<file path="src/hdl/isa_pkg.sv">
// instruction-side definitions shared by the dispatch, issue queue and ALU
package isa_pkg;

   // rename tag of the producing instruction, tag 0 means no producer
   typedef logic [5:0] tag_t;

   // integer data word
   typedef logic [31:0] word_t;

   // operand a is rs and operand b is rt for every opcode
   typedef enum logic [2:0] {
      op_add = 3'd0,
      op_sub = 3'd1,
      op_and = 3'd2,
      op_or  = 3'd3,
      op_xor = 3'd4,
      op_sll = 3'd5,
      op_srl = 3'd6,
      op_slt = 3'd7
   } alu_op_t;

   // renamed instruction as handed over by the dispatch unit
   // an operand that is already valid carries tag 0
   typedef struct packed {
      alu_op_t opcode;
      tag_t    rd_tag;
      tag_t    rs_tag;
      tag_t    rt_tag;
      word_t   rs_data;
      word_t   rt_data;
      logic    rs_valid;
      logic    rt_valid;
   } dispatch_t;

   // instruction with both operands resolved, sent from queue to ALU
   typedef struct packed {
      alu_op_t opcode;
      tag_t    rd_tag;
      word_t   rs_data;
      word_t   rt_data;
   } issue_t;

endpackage

</file>
<file path="src/hdl/cdb_pkg.sv">
// result-side definitions for the ALU outputs and the common data bus
package cdb_pkg;

   // finished result waiting in an ALU result buffer
   typedef struct packed {
      isa_pkg::tag_t  tag;
      isa_pkg::word_t data;
   } result_t;

   // common data bus, seen by every issue queue
   typedef struct packed {
      logic           valid;
      isa_pkg::tag_t  tag;
      isa_pkg::word_t data;
   } cdb_t;

endpackage

</file>
<file path="src/hdl/cdb_arbiter.sv">
// round-robin arbiter putting one of two cluster results on the CDB
module cdb_arbiter (
   input  logic             clk,
   input  logic             rst_n,
   input  cdb_pkg::result_t result0,
   input  logic             result_valid0,
   input  cdb_pkg::result_t result1,
   input  logic             result_valid1,
   output logic             grant0,
   output logic             grant1,
   output cdb_pkg::cdb_t    cdb
);

   // which cluster wins the next conflict
   typedef enum logic {
      prefer_0 = 1'b0,
      prefer_1 = 1'b1
   } rr_state_t;

   rr_state_t rr_q;

   // a lone request always wins, a conflict goes to the preferred side
   assign grant0 = result_valid0 & (~result_valid1 | (rr_q == prefer_0));
   assign grant1 = result_valid1 & (~result_valid0 | (rr_q == prefer_1));

   // the pointer flips only after a cycle in which both competed
   always_ff @(posedge clk) begin
      if (!rst_n) begin
         rr_q <= prefer_0;
      end else if (result_valid0 && result_valid1) begin
         rr_q <= (rr_q == prefer_0) ? prefer_1 : prefer_0;
      end
   end

   always_comb begin
      cdb.valid = grant0 | grant1;
      if (grant1) begin
         cdb.tag  = result1.tag;
         cdb.data = result1.data;
      end else begin
         cdb.tag  = result0.tag;
         cdb.data = result0.data;
      end
   end

endmodule

</file>
<file path="src/hdl/exec_cluster.sv">
// one execution lane, an issue queue feeding one ALU
// the issue handshake stays inside the cluster
module exec_cluster #(
   parameter int QUEUE_DEPTH = 4
) (
   input  logic               clk,
   input  logic               rst_n,
   input  isa_pkg::dispatch_t disp,
   input  logic               dispatch_en,
   input  cdb_pkg::cdb_t      cdb,
   input  logic               result_grant,
   output logic               dispatch_ready,
   output cdb_pkg::result_t   result,
   output logic               result_valid
);

   isa_pkg::issue_t issue;
   logic            issue_ready;
   logic            issue_done;

   int_issue_queue #(
      .QUEUE_DEPTH(QUEUE_DEPTH)
   ) u_queue (
      .clk            (clk),
      .rst_n          (rst_n),
      .disp           (disp),
      .dispatch_en    (dispatch_en),
      .cdb            (cdb),
      .issue_done     (issue_done),
      .dispatch_ready (dispatch_ready),
      .issue          (issue),
      .issue_ready    (issue_ready)
   );

   int_alu u_alu (
      .clk          (clk),
      .rst_n        (rst_n),
      .issue        (issue),
      .issue_ready  (issue_ready),
      .result_grant (result_grant),
      .issue_done   (issue_done),
      .result       (result),
      .result_valid (result_valid)
   );

endmodule

</file>
<file path="src/hdl/int_alu.sv">
// single-cycle integer ALU with a one-entry result buffer
// the buffer holds its result until the CDB arbiter grants it
module int_alu (
   input  logic              clk,
   input  logic              rst_n,
   input  isa_pkg::issue_t   issue,
   input  logic              issue_ready,
   input  logic              result_grant,
   output logic              issue_done,
   output cdb_pkg::result_t  result,
   output logic              result_valid
);

   isa_pkg::word_t value;

   always_comb begin
      case (issue.opcode)
         isa_pkg::op_add: value = issue.rs_data + issue.rt_data;
         isa_pkg::op_sub: value = issue.rs_data - issue.rt_data;
         isa_pkg::op_and: value = issue.rs_data & issue.rt_data;
         isa_pkg::op_or:  value = issue.rs_data | issue.rt_data;
         isa_pkg::op_xor: value = issue.rs_data ^ issue.rt_data;
         isa_pkg::op_sll: value = issue.rs_data << issue.rt_data[4:0];
         isa_pkg::op_srl: value = issue.rs_data >> issue.rt_data[4:0];
         isa_pkg::op_slt: begin
            value = {31'b0, $signed(issue.rs_data) < $signed(issue.rt_data)};
         end
         default:         value = '0;
      endcase
   end

   // accept only when the buffer is empty or drains in this same cycle
   assign issue_done = issue_ready & (~result_valid | result_grant);

   always_ff @(posedge clk) begin
      if (!rst_n) begin
         result_valid <= 1'b0;
      end else if (issue_done) begin
         result_valid <= 1'b1;
      end else if (result_grant) begin
         result_valid <= 1'b0;
      end
   end

   always_ff @(posedge clk) begin
      if (issue_done) begin
         result.tag  <= issue.rd_tag;
         result.data <= value;
      end
   end

endmodule

</file>
<file path="src/hdl/int_issue_queue.sv">
// shifting issue queue for integer instructions
// slot 0 holds the oldest entry and new entries enter at the top slot
module int_issue_queue #(
   parameter int QUEUE_DEPTH = 4
) (
   input  logic               clk,
   input  logic               rst_n,
   input  isa_pkg::dispatch_t disp,
   input  logic               dispatch_en,
   input  cdb_pkg::cdb_t      cdb,
   input  logic               issue_done,
   output logic               dispatch_ready,
   output isa_pkg::issue_t    issue,
   output logic               issue_ready
);

   // stored entries and their occupancy
   isa_pkg::dispatch_t     slot_q [QUEUE_DEPTH];
   logic [QUEUE_DEPTH-1:0] busy_q;

   // entries after the CDB wakeup, index QUEUE_DEPTH is the incoming dispatch
   isa_pkg::dispatch_t     woken [QUEUE_DEPTH+1];
   logic [QUEUE_DEPTH:0]   busy_in;

   logic [QUEUE_DEPTH-1:0] ready;
   logic [QUEUE_DEPTH-1:0] sel;
   logic [QUEUE_DEPTH-1:0] gap;
   logic [QUEUE_DEPTH-1:0] shift;

   // a pending operand whose tag is on the CDB takes the bus data
   // operands that are already valid are left alone
   function automatic isa_pkg::dispatch_t wake(input isa_pkg::dispatch_t e,
                                               input cdb_pkg::cdb_t      bus);
      isa_pkg::dispatch_t w;
      w = e;
      if (bus.valid && !e.rs_valid && bus.tag == e.rs_tag) begin
         w.rs_valid = 1'b1;
         w.rs_data  = bus.data;
      end
      if (bus.valid && !e.rt_valid && bus.tag == e.rt_tag) begin
         w.rt_valid = 1'b1;
         w.rt_data  = bus.data;
      end
      return w;
   endfunction

   function automatic isa_pkg::issue_t to_issue(input isa_pkg::dispatch_t e);
      isa_pkg::issue_t s;
      s.opcode  = e.opcode;
      s.rd_tag  = e.rd_tag;
      s.rs_data = e.rs_data;
      s.rt_data = e.rt_data;
      return s;
   endfunction

   // the incoming entry is compared against the CDB too, so a result
   // broadcast in its dispatch cycle is not missed
   // the entry that issues this cycle is no longer occupied when it moves down
   always_comb begin
      for (int i = 0; i < QUEUE_DEPTH; i++) begin
         woken[i]   = wake(slot_q[i], cdb);
         busy_in[i] = busy_q[i] & ~(sel[i] & issue_done);
      end
      woken[QUEUE_DEPTH]   = wake(disp, cdb);
      busy_in[QUEUE_DEPTH] = dispatch_en;
   end

   // readiness looks at the stored operands only
   // a wakeup in this cycle allows issue from the next edge on
   always_comb begin
      logic found;
      found = 1'b0;
      sel   = '0;
      for (int i = 0; i < QUEUE_DEPTH; i++) begin
         ready[i] = busy_q[i] & slot_q[i].rs_valid & slot_q[i].rt_valid;
         if (ready[i] && !found) begin
            sel[i] = 1'b1;
            found  = 1'b1;
         end
      end
   end

   // oldest ready entry goes to the ALU, slot 0 is shown when none is ready
   always_comb begin
      issue = to_issue(slot_q[0]);
      for (int i = 0; i < QUEUE_DEPTH; i++) begin
         if (sel[i]) begin
            issue = to_issue(slot_q[i]);
         end
      end
   end

   assign issue_ready = |ready;

   // a slot is free when it is empty or its entry leaves this cycle
   // every slot at or above the lowest free slot moves down by one
   always_comb begin
      logic below;
      below = 1'b0;
      for (int i = 0; i < QUEUE_DEPTH; i++) begin
         gap[i]   = ~busy_q[i] | (sel[i] & issue_done);
         shift[i] = gap[i] | below;
         below    = shift[i];
      end
   end

   // the top slot can take a new entry whenever anything moves down
   assign dispatch_ready = shift[QUEUE_DEPTH-1];

   always_ff @(posedge clk) begin
      for (int i = 0; i < QUEUE_DEPTH; i++) begin
         if (shift[i]) begin
            slot_q[i] <= woken[i+1];
         end else begin
            slot_q[i] <= woken[i];
         end
      end
   end

   always_ff @(posedge clk) begin
      if (!rst_n) begin
         busy_q <= '0;
      end else begin
         for (int i = 0; i < QUEUE_DEPTH; i++) begin
            busy_q[i] <= shift[i] ? busy_in[i+1] : busy_in[i];
         end
      end
   end

endmodule

</file>
<file path="src/hdl/issue_top.sv">
// out-of-order integer back end with two execution clusters sharing one CDB
module issue_top #(
   parameter int QUEUE_DEPTH = 4
) (
   input  logic               clk,
   input  logic               rst_n,
   input  isa_pkg::dispatch_t disp0,
   input  logic               dispatch_en0,
   input  isa_pkg::dispatch_t disp1,
   input  logic               dispatch_en1,
   output logic               dispatch_ready0,
   output logic               dispatch_ready1,
   output cdb_pkg::cdb_t      cdb
);

   cdb_pkg::result_t result0;
   cdb_pkg::result_t result1;
   logic             result_valid0;
   logic             result_valid1;
   logic             grant0;
   logic             grant1;

   exec_cluster #(
      .QUEUE_DEPTH(QUEUE_DEPTH)
   ) u_cluster0 (
      .clk            (clk),
      .rst_n          (rst_n),
      .disp           (disp0),
      .dispatch_en    (dispatch_en0),
      .cdb            (cdb),
      .result_grant   (grant0),
      .dispatch_ready (dispatch_ready0),
      .result         (result0),
      .result_valid   (result_valid0)
   );

   exec_cluster #(
      .QUEUE_DEPTH(QUEUE_DEPTH)
   ) u_cluster1 (
      .clk            (clk),
      .rst_n          (rst_n),
      .disp           (disp1),
      .dispatch_en    (dispatch_en1),
      .cdb            (cdb),
      .result_grant   (grant1),
      .dispatch_ready (dispatch_ready1),
      .result         (result1),
      .result_valid   (result_valid1)
   );

   cdb_arbiter u_arbiter (
      .clk           (clk),
      .rst_n         (rst_n),
      .result0       (result0),
      .result_valid0 (result_valid0),
      .result1       (result1),
      .result_valid1 (result_valid1),
      .grant0        (grant0),
      .grant1        (grant1),
      .cdb           (cdb)
   );

endmodule

</file>
<file path="config.mk">
export PLATFORM = sky130hd
export DESIGN_NAME = issue_top
export DESIGN_NICKNAME = d
export VERILOG_FILES = /design/src/hdl/isa_pkg.sv /design/src/hdl/cdb_pkg.sv /design/src/hdl/cdb_arbiter.sv /design/src/hdl/exec_cluster.sv /design/src/hdl/int_alu.sv /design/src/hdl/int_issue_queue.sv /design/src/hdl/issue_top.sv
export SDC_FILE = /design/constraint.sdc
export NUM_CORES = 2
export LEC_CHECK = 0
export ABC_CLOCK_PERIOD_IN_PS = 12500
export BUFFER_PORTS_ARGS = -buffer_cell sky130_fd_sc_hd__buf_2
export CAP_MARGIN = 20
export CELL_PAD_IN_SITES_DETAIL_PLACEMENT = 2
export CELL_PAD_IN_SITES_GLOBAL_PLACEMENT = 2
export CORE_MARGIN = 1.5
export CORE_UTILIZATION = 39
export CTS_CLUSTER_SIZE = 16
export DETAILED_ROUTE_END_ITERATION = 8
export PLACE_DENSITY = 0.86
export SYNTH_ARGS = -nofsm -noshare
export SYNTH_HDL_FRONTEND = slang
export SYNTH_HIERARCHICAL = 1
export SYNTH_SLANG_ARGS = --single-unit
</file>
<file path="constraint.sdc">
create_clock -name clk -period 12.5 [get_ports clk]
set_input_delay 0.625 -clock clk [delete_from_list [all_inputs] [get_ports clk]]
set_output_delay 0.625 -clock clk [all_outputs]
set_load 0.01 [all_outputs]
</file>
After elaboration in Yosys (flattened, before gate mapping)
Memories as Yosys holds them, arrays and structs flattened.
Cells that the tools add are included.
{"block": "classes", "n_addsub": 4, "n_mul": 0, "div_mod_pow": 0, "magnitude_cmp": 2, "n_eq_ne": 34, "shift": 4, "muxes": 106, "n_bitwise": 88, "n_reduce_logical": 79}
{"cell": "$mux W87", "n": 8}
{"cell": "$mux W32", "n": 20}
{"cell": "$pmux W32 S8", "n": 2}
{"cell": "$mux W73", "n": 6}
{"cell": "$eq A6 B6 Y1", "n": 20}
{"cell": "$mux W1", "n": 69}
{"cell": "$add A32 B32 Y32", "n": 2}
{"cell": "$and A32 B32 Y32", "n": 2}
{"cell": "$lt A32 B32 Y1", "n": 2}
{"cell": "$or A32 B32 Y32", "n": 2}
{"cell": "$shl A32 B5 Y32", "n": 2}
{"cell": "$shr A32 B5 Y32", "n": 2}
{"cell": "$sub A32 B32 Y32", "n": 2}
{"cell": "$xor A32 B32 Y32", "n": 2}
{"cell": "$logic_and A1 B1 Y1", "n": 47}
{"cell": "$mux W38", "n": 1}
{"cell": "$and A1 B1 Y1", "n": 36}
{"cell": "$or A1 B1 Y1", "n": 27}
{"cell": "$logic_not A1 Y1", "n": 26}
{"cell": "$eq A3 B3 Y1 const B", "n": 8}
{"cell": "$not A1 Y1", "n": 19}
{"cell": "$eq A3 B2 Y1 const B", "n": 4}
{"cell": "$reduce_or A4 Y1", "n": 2}
{"cell": "$eq A3 B1 Y1 const B", "n": 2}
{"cell": "2 further kinds", "n": 4}
{"block": "word_totals", "ff_bits": 87, "latchBits": 0, "ram_bits": 696, "rom_bits": 0, "input_bits": 178, "output_inout_bits": 41, "word_cells": 328, "memories": 2}
{"memory": "u_cluster0.u_queue.slot_q", "words": 4, "width": 87, "read_ports": 4, "rd_clocked_by_memory_dff": 0, "write_ports": 4, "line_no": "int_issue_queue.sv:18", "source": "isa_pkg::dispatch_t slot_q [QUEUE_DEPTH];"}
{"memory": "u_cluster1.u_queue.slot_q", "words": 4, "width": 87, "read_ports": 4, "rd_clocked_by_memory_dff": 0, "write_ports": 4, "line_no": "int_issue_queue.sv:18"}

Depth between registers and ports, before layout
{"block": "depth", "depth_word": 18, "ltp_mapped": 21}

Modules after synthesis
Netlist, hierarchy kept.
{"mod": "int_issue_queue", "instances": 2, "cells_per_inst": 1762, "area_each_um2": 18122.4}
{"mod": "int_alu", "instances": 2, "cells_per_inst": 1258, "area_each_um2": 9759.4}
{"mod": "cdb_arbiter", "instances": 1, "cells_per_inst": 51, "area_each_um2": 574.3}

Worst setup path before layout
OpenSTA, ideal clock, no wires.
{"block": "synth_timing", "kind": "flip-flop to flip-flop", "start": "reg u_cluster0.u_alu.result_valid", "end": "mem u_cluster0/u_queue/slot_q[0][10] (netlist name), enable pin", "setup_ns": 0.514, "arrival_time_ns": 5.110, "required_ns": 11.986, "slack_ns": 6.876, "stages_incl_launch_ff": 10, "path_buffers": 3, "period_less_slack_ns": 5.624, "cell_sequence": "dfxtp_1 inv_1 o21ai_2 buf_6 buf_12 mux2_4 buf_2 xnor2_1 nand3_1 o41ai_1"}
{"item": "start: declaration", "line_no": "int_alu.sv:11", "source": "output logic result_valid"}
{"item": "start signal: assignment", "line_no": "int_alu.sv:37", "source": "result_valid <= 1'b0;"}
{"item": "start signal: assignment", "line_no": "int_alu.sv:39", "source": "result_valid <= 1'b1;"}
{"item": "start signal: assignment", "line_no": "int_alu.sv:41", "source": "result_valid <= 1'b0;"}
{"item": "end: declaration", "line_no": "int_issue_queue.sv:18"}

==> results.md <==
- Status: completed
- Die Y-Extent: approximately 380 um
- P&R area growth vs syn: 8.95%
- Top_reg_cell synth: dfxtp_1
- Avg Inst Size Synth: just over 9 um2
- Top fanout value on the critical path: 32
- Initial Util: about two fifths
- Clk_skew: between 0.05 and 0.06 ns
- Worst slew margin: ~14%
- Seq pwr share: approximately 34%
- R2R cell count: 17
- Hold_sp: disp0[83]
- LEAKAGE: 22.9 nW
- Critical path type: flop to flop
- Cell area after layout: just over 0.06 mm2
- Fill count: 15300
- Net Sw Power: between 3 and 4 mW
- Synth Instances: 6091
- Syn_nets: 6467
- Setup ws final: 5.17 ns
- Initial drt markers: between 7000 and 8000
- Worst VDD drop: 0.102 mV
- Worst skew pair latency: 0.75 ns
- Startpoint class of the critical path: flop
- Final Wtd Congestion: roughly 1.0
- DRT Pass-1 Iters: 7
- Cell family with most CP delay: compound AO/OA/AOI/OAI gates
- Final setup fails: 0
- I/O pin count: between 200 and 250
- Most used cell, CP: buf_4
- Reg2reg start: u_cluster0/u_queue/slot_q[1][0]$_DFF_P_
- Buf/Inv on CP: 4
- Pwr/cell area: 148 mW/mm2
- Layout cells sized above 1: between 10% and 20%
- Post-CTS sizing: 0
- DR vias/cell: between 7 and 8
- First-pass GRT wire length: between 400000 and 500000 um
- Most common cell after layout, fill and taps aside: dfxtp_1
- Final period util: about three fifths
- Yosys Warn Count: 6
- Flops & latches, synth: ~780
- Post-route ant nets: 0
- Layout Nets: 6338
- Vias in the first global route: a little over 60000
- Cell Area, Synth: 0.0563 mm2
- DR WL/cell: 39.1 um
- Critical path arrival: slightly below 8 ns
- CP Cell Sequence: nand3_2, nor2_4, buf_4, buf_4, mux2i_1, a211oi_1, a21o_2, inv_1, buf_4, ha_1, o311ai_2, a31oi_4, o211a_1, o31ai_1, o21ai_0, a2bb2oi_1, o211ai_1
- Non-Filler Instances: roughly 7900
- Die Wd: 383 um
- Num CTS Buffers: 88
- Clock power share: 29.8%
- Largest net degree at the start of global routing: around 150
- HP Class: primary input to flop
- Final core occ: ~43%
- Min Hold Slack: 0.0587 ns
- Die ar.: roughly 0.15 mm2
- CTS Root Cell: clkbuf_16
- Clock slew at reported path FFs: about 0.07 ns
- Post-synthesis sequential area ratio: between 30% and 40%
- # DRC: 0
- Critical R2R Capture: u_cluster0/u_alu/result[27]$_DFFE_PP_
- Pwr Total: just over 9 mW
- Total grt overflow: 0
- Pre-CTS setup slack: about 5.8 ns
- CTS tree: done
- Most frequent cells in the layout: dfxtp_1, a21oi_1, edfxtp_1, nor2_1, o211ai_1
- Number of hold violations in the final report: 0
- Hold endpoint: u_cluster0/u_queue/slot_q[3][83]$_DFFE_PP_
- RSZ-0062 raised after global routing: no
- CP Launch Point: u_cluster0/u_queue/slot_q[1][0]$_DFF_P_
- Port Buf Inserts: between 200 and 250
- Critical Path Max Stage Delay: between 0.8 and 0.9 ns
- Worst Setup End Kind: flop
- Clock sinks: approximately 800
- Post-synth ARST share: 0%
- Row Count: approximately 140
- Fmax: between 100 and 150 MHz
- Worst R2R Setup Slack: 5.17 ns
- Internal power: 5.41 mW
- Crit-path slowest cell: nor2_4
- Vias: between 50000 and 60000
- WP data required: approximately 13 ns
- Worst-margin pin slew: roughly 1.3 ns
- Combinational power share: 36.6%
- HPWL Detailed: between 150000 and 200000 um
- Post-DP Area: 0.0585 mm2
- Clock buffer depth: 3
- Post-synth EDFFs: between 300 and 400
- Slew Limit Fails: 0
- Overall Global Routing Usage: just over 40%
- Synth cell types: 109
- Net Sw Frac: ~40%
- Setup TNS: 0 ns
- Cells after DPL: roughly 7800
- Hold-fix buffers at CTS: 0
- Htree depth: 3
- Max cap viols: 0
- Core ar.: 0.143 mm2
- Min Clock Period, post-route: about 7.3 ns
- WL final: between 300000 and 400000 um
- Post-CTS setup repair buffer count: 0
- Initial antenna violation count: 17
- Hold Crit Depth: 1
worst reg2reg max path, cell delays in order, from the launching register on:
cell	delay, ns
dfxtp_1	0.43
nand3_2	0.30
nor2_4	0.82
buf_4	0.65
buf_4	0.62
mux2i_1	0.20
a211oi_1	0.30
a21o_2	0.44
inv_1	0.09
buf_4	0.30
ha_1	0.34
o311ai_2	0.54
a31oi_4	0.20
o211a_1	0.35
o31ai_1	0.77
o21ai_0	0.35
a2bb2oi_1	0.24
o211ai_1	0.20
registers in the layout (all words and copies together), names as in the netlist:
signal	count
u_cluster0/u_queue/busy_q	4
u_cluster1/u_queue/busy_q	4
u_cluster1/u_queue/slot_q	348
u_cluster0/u_queue/slot_q	348
u_cluster1/u_alu/result_valid	1
u_cluster0/u_alu/result	38
u_cluster1/u_alu/result	38
u_cluster0/u_alu/result_valid	1
u_arbiter/rr_q	1
how the worst max path moves through the flow:
| stage | cells past startpoint | endpoint | slack, ns |
|---|---|---|---|
| 6_report | 17 | u_cluster0/u_alu/result[27]$_DFFE_PP_ | 5.17 |
| 5_1_grt | 17 | u_cluster0/u_alu/result[27]$_DFFE_PP_ | 5.06 |
| 4_1_cts | 18 | u_cluster0/u_alu/result[31]$_DFFE_PP_ | 5.55 |
| 3_5_place_dp | 18 | u_cluster0/u_alu/result[26]$_DFFE_PP_ | 5.79 |
| 3_3_place_gp | 18 | u_cluster0/u_alu/result[24]$_DFFE_PP_ | 5.89 |
| 2_1_floorplan | 9 | u_cluster0/u_queue/slot_q[0][10]$_DFFE_PP_ | 6.88 |
cell families (layout without fill, tap and decap cells):
family | count (synthesis) | count (layout) | synth area share (%)
XOR/XNOR | 159 | 159 | 2.47
other | 0 | 6 | 0
multiplexers | 550 | 550 | 11.7
flip-flops | 783 | 783 | 34.4
buffers and inverters | 848 | 792 | 6.63
AND/OR/NAND/NOR | 1423 | 1423 | 12.5
AO/OA/AOI/OAI | 2130 | 2130 | 27.8
adder cells (fa/ha/maj) | 198 | 198 | 4.45
synthesized netlist by cell type (all sizes together), types with 20 or more instances:
master / n / area, um2
dfxtp: 411 / 8230
a21oi: 379 / 1910
edfxtp: 372 / 11200
nor2: 370 / 1390
clkbuf: 356 / 1340
o211ai: 314 / 2380
mux2i: 280 / 2890
inv: 276 / 1040
nor3: 260 / 1340
nand2: 257 / 965
mux2: 216 / 2480
buf: 214 / 1360
a211oi: 206 / 1610
o21ai: 195 / 980
ha: 194 / 2430
a21o: 170 / 1280
nand3: 154 / 781
or3: 154 / 963
o21a: 146 / 1100
o32ai: 136 / 1190
o221a: 132 / 1490
xnor2: 115 / 1010
o22ai: 96 / 601
a21boi: 84 / 631
mux4: 54 / 1220
nor2b: 44 / 290
xor2: 44 / 385
a222oi: 42 / 420
nor4: 36 / 275
o31ai: 32 / 288
a22oi: 28 / 210
and2: 23 / 144
nand4: 22 / 138
o21bai: 22 / 165
a211o: 20 / 175
layout make-up:
cell class | instances | area (um2) | area share (%)
sequential | 783 | 19400 | 31.6
tap | 1903 | 2380 | 3.88
timing repair buffer | 351 | 2110 | 3.44
clock inverter | 28 | 309 | 0.503
multi-input combinational | 4460 | 33600 | 54.7
antenna | 6 | 15.0 | 0.0245
clock buffer | 135 | 2520 | 4.11
inverter | 278 | 1040 | 1.70
power groups by stage:
stage                     Sequential, mW  Clock, mW  Combinational, mW
after global placement              3.06          0               2.98
after CTS                           3.05       2.71               3.17
after global routing                3.06       2.79               3.42
after detailed placement            3.08          0               3.10
final                               3.06       2.72               3.33
after floorplan                     3.02          0               1.99
routing by layer:
layer	part of all wire, %	global-route usage [%]	wire length, um
met5	0.023	0	73
met4	9.1	31.3	28200
met2	44	63.4	138000
met3	10	10.2	32300
met1	36	48.2	112000
Power figures use the tool's default switching activity.
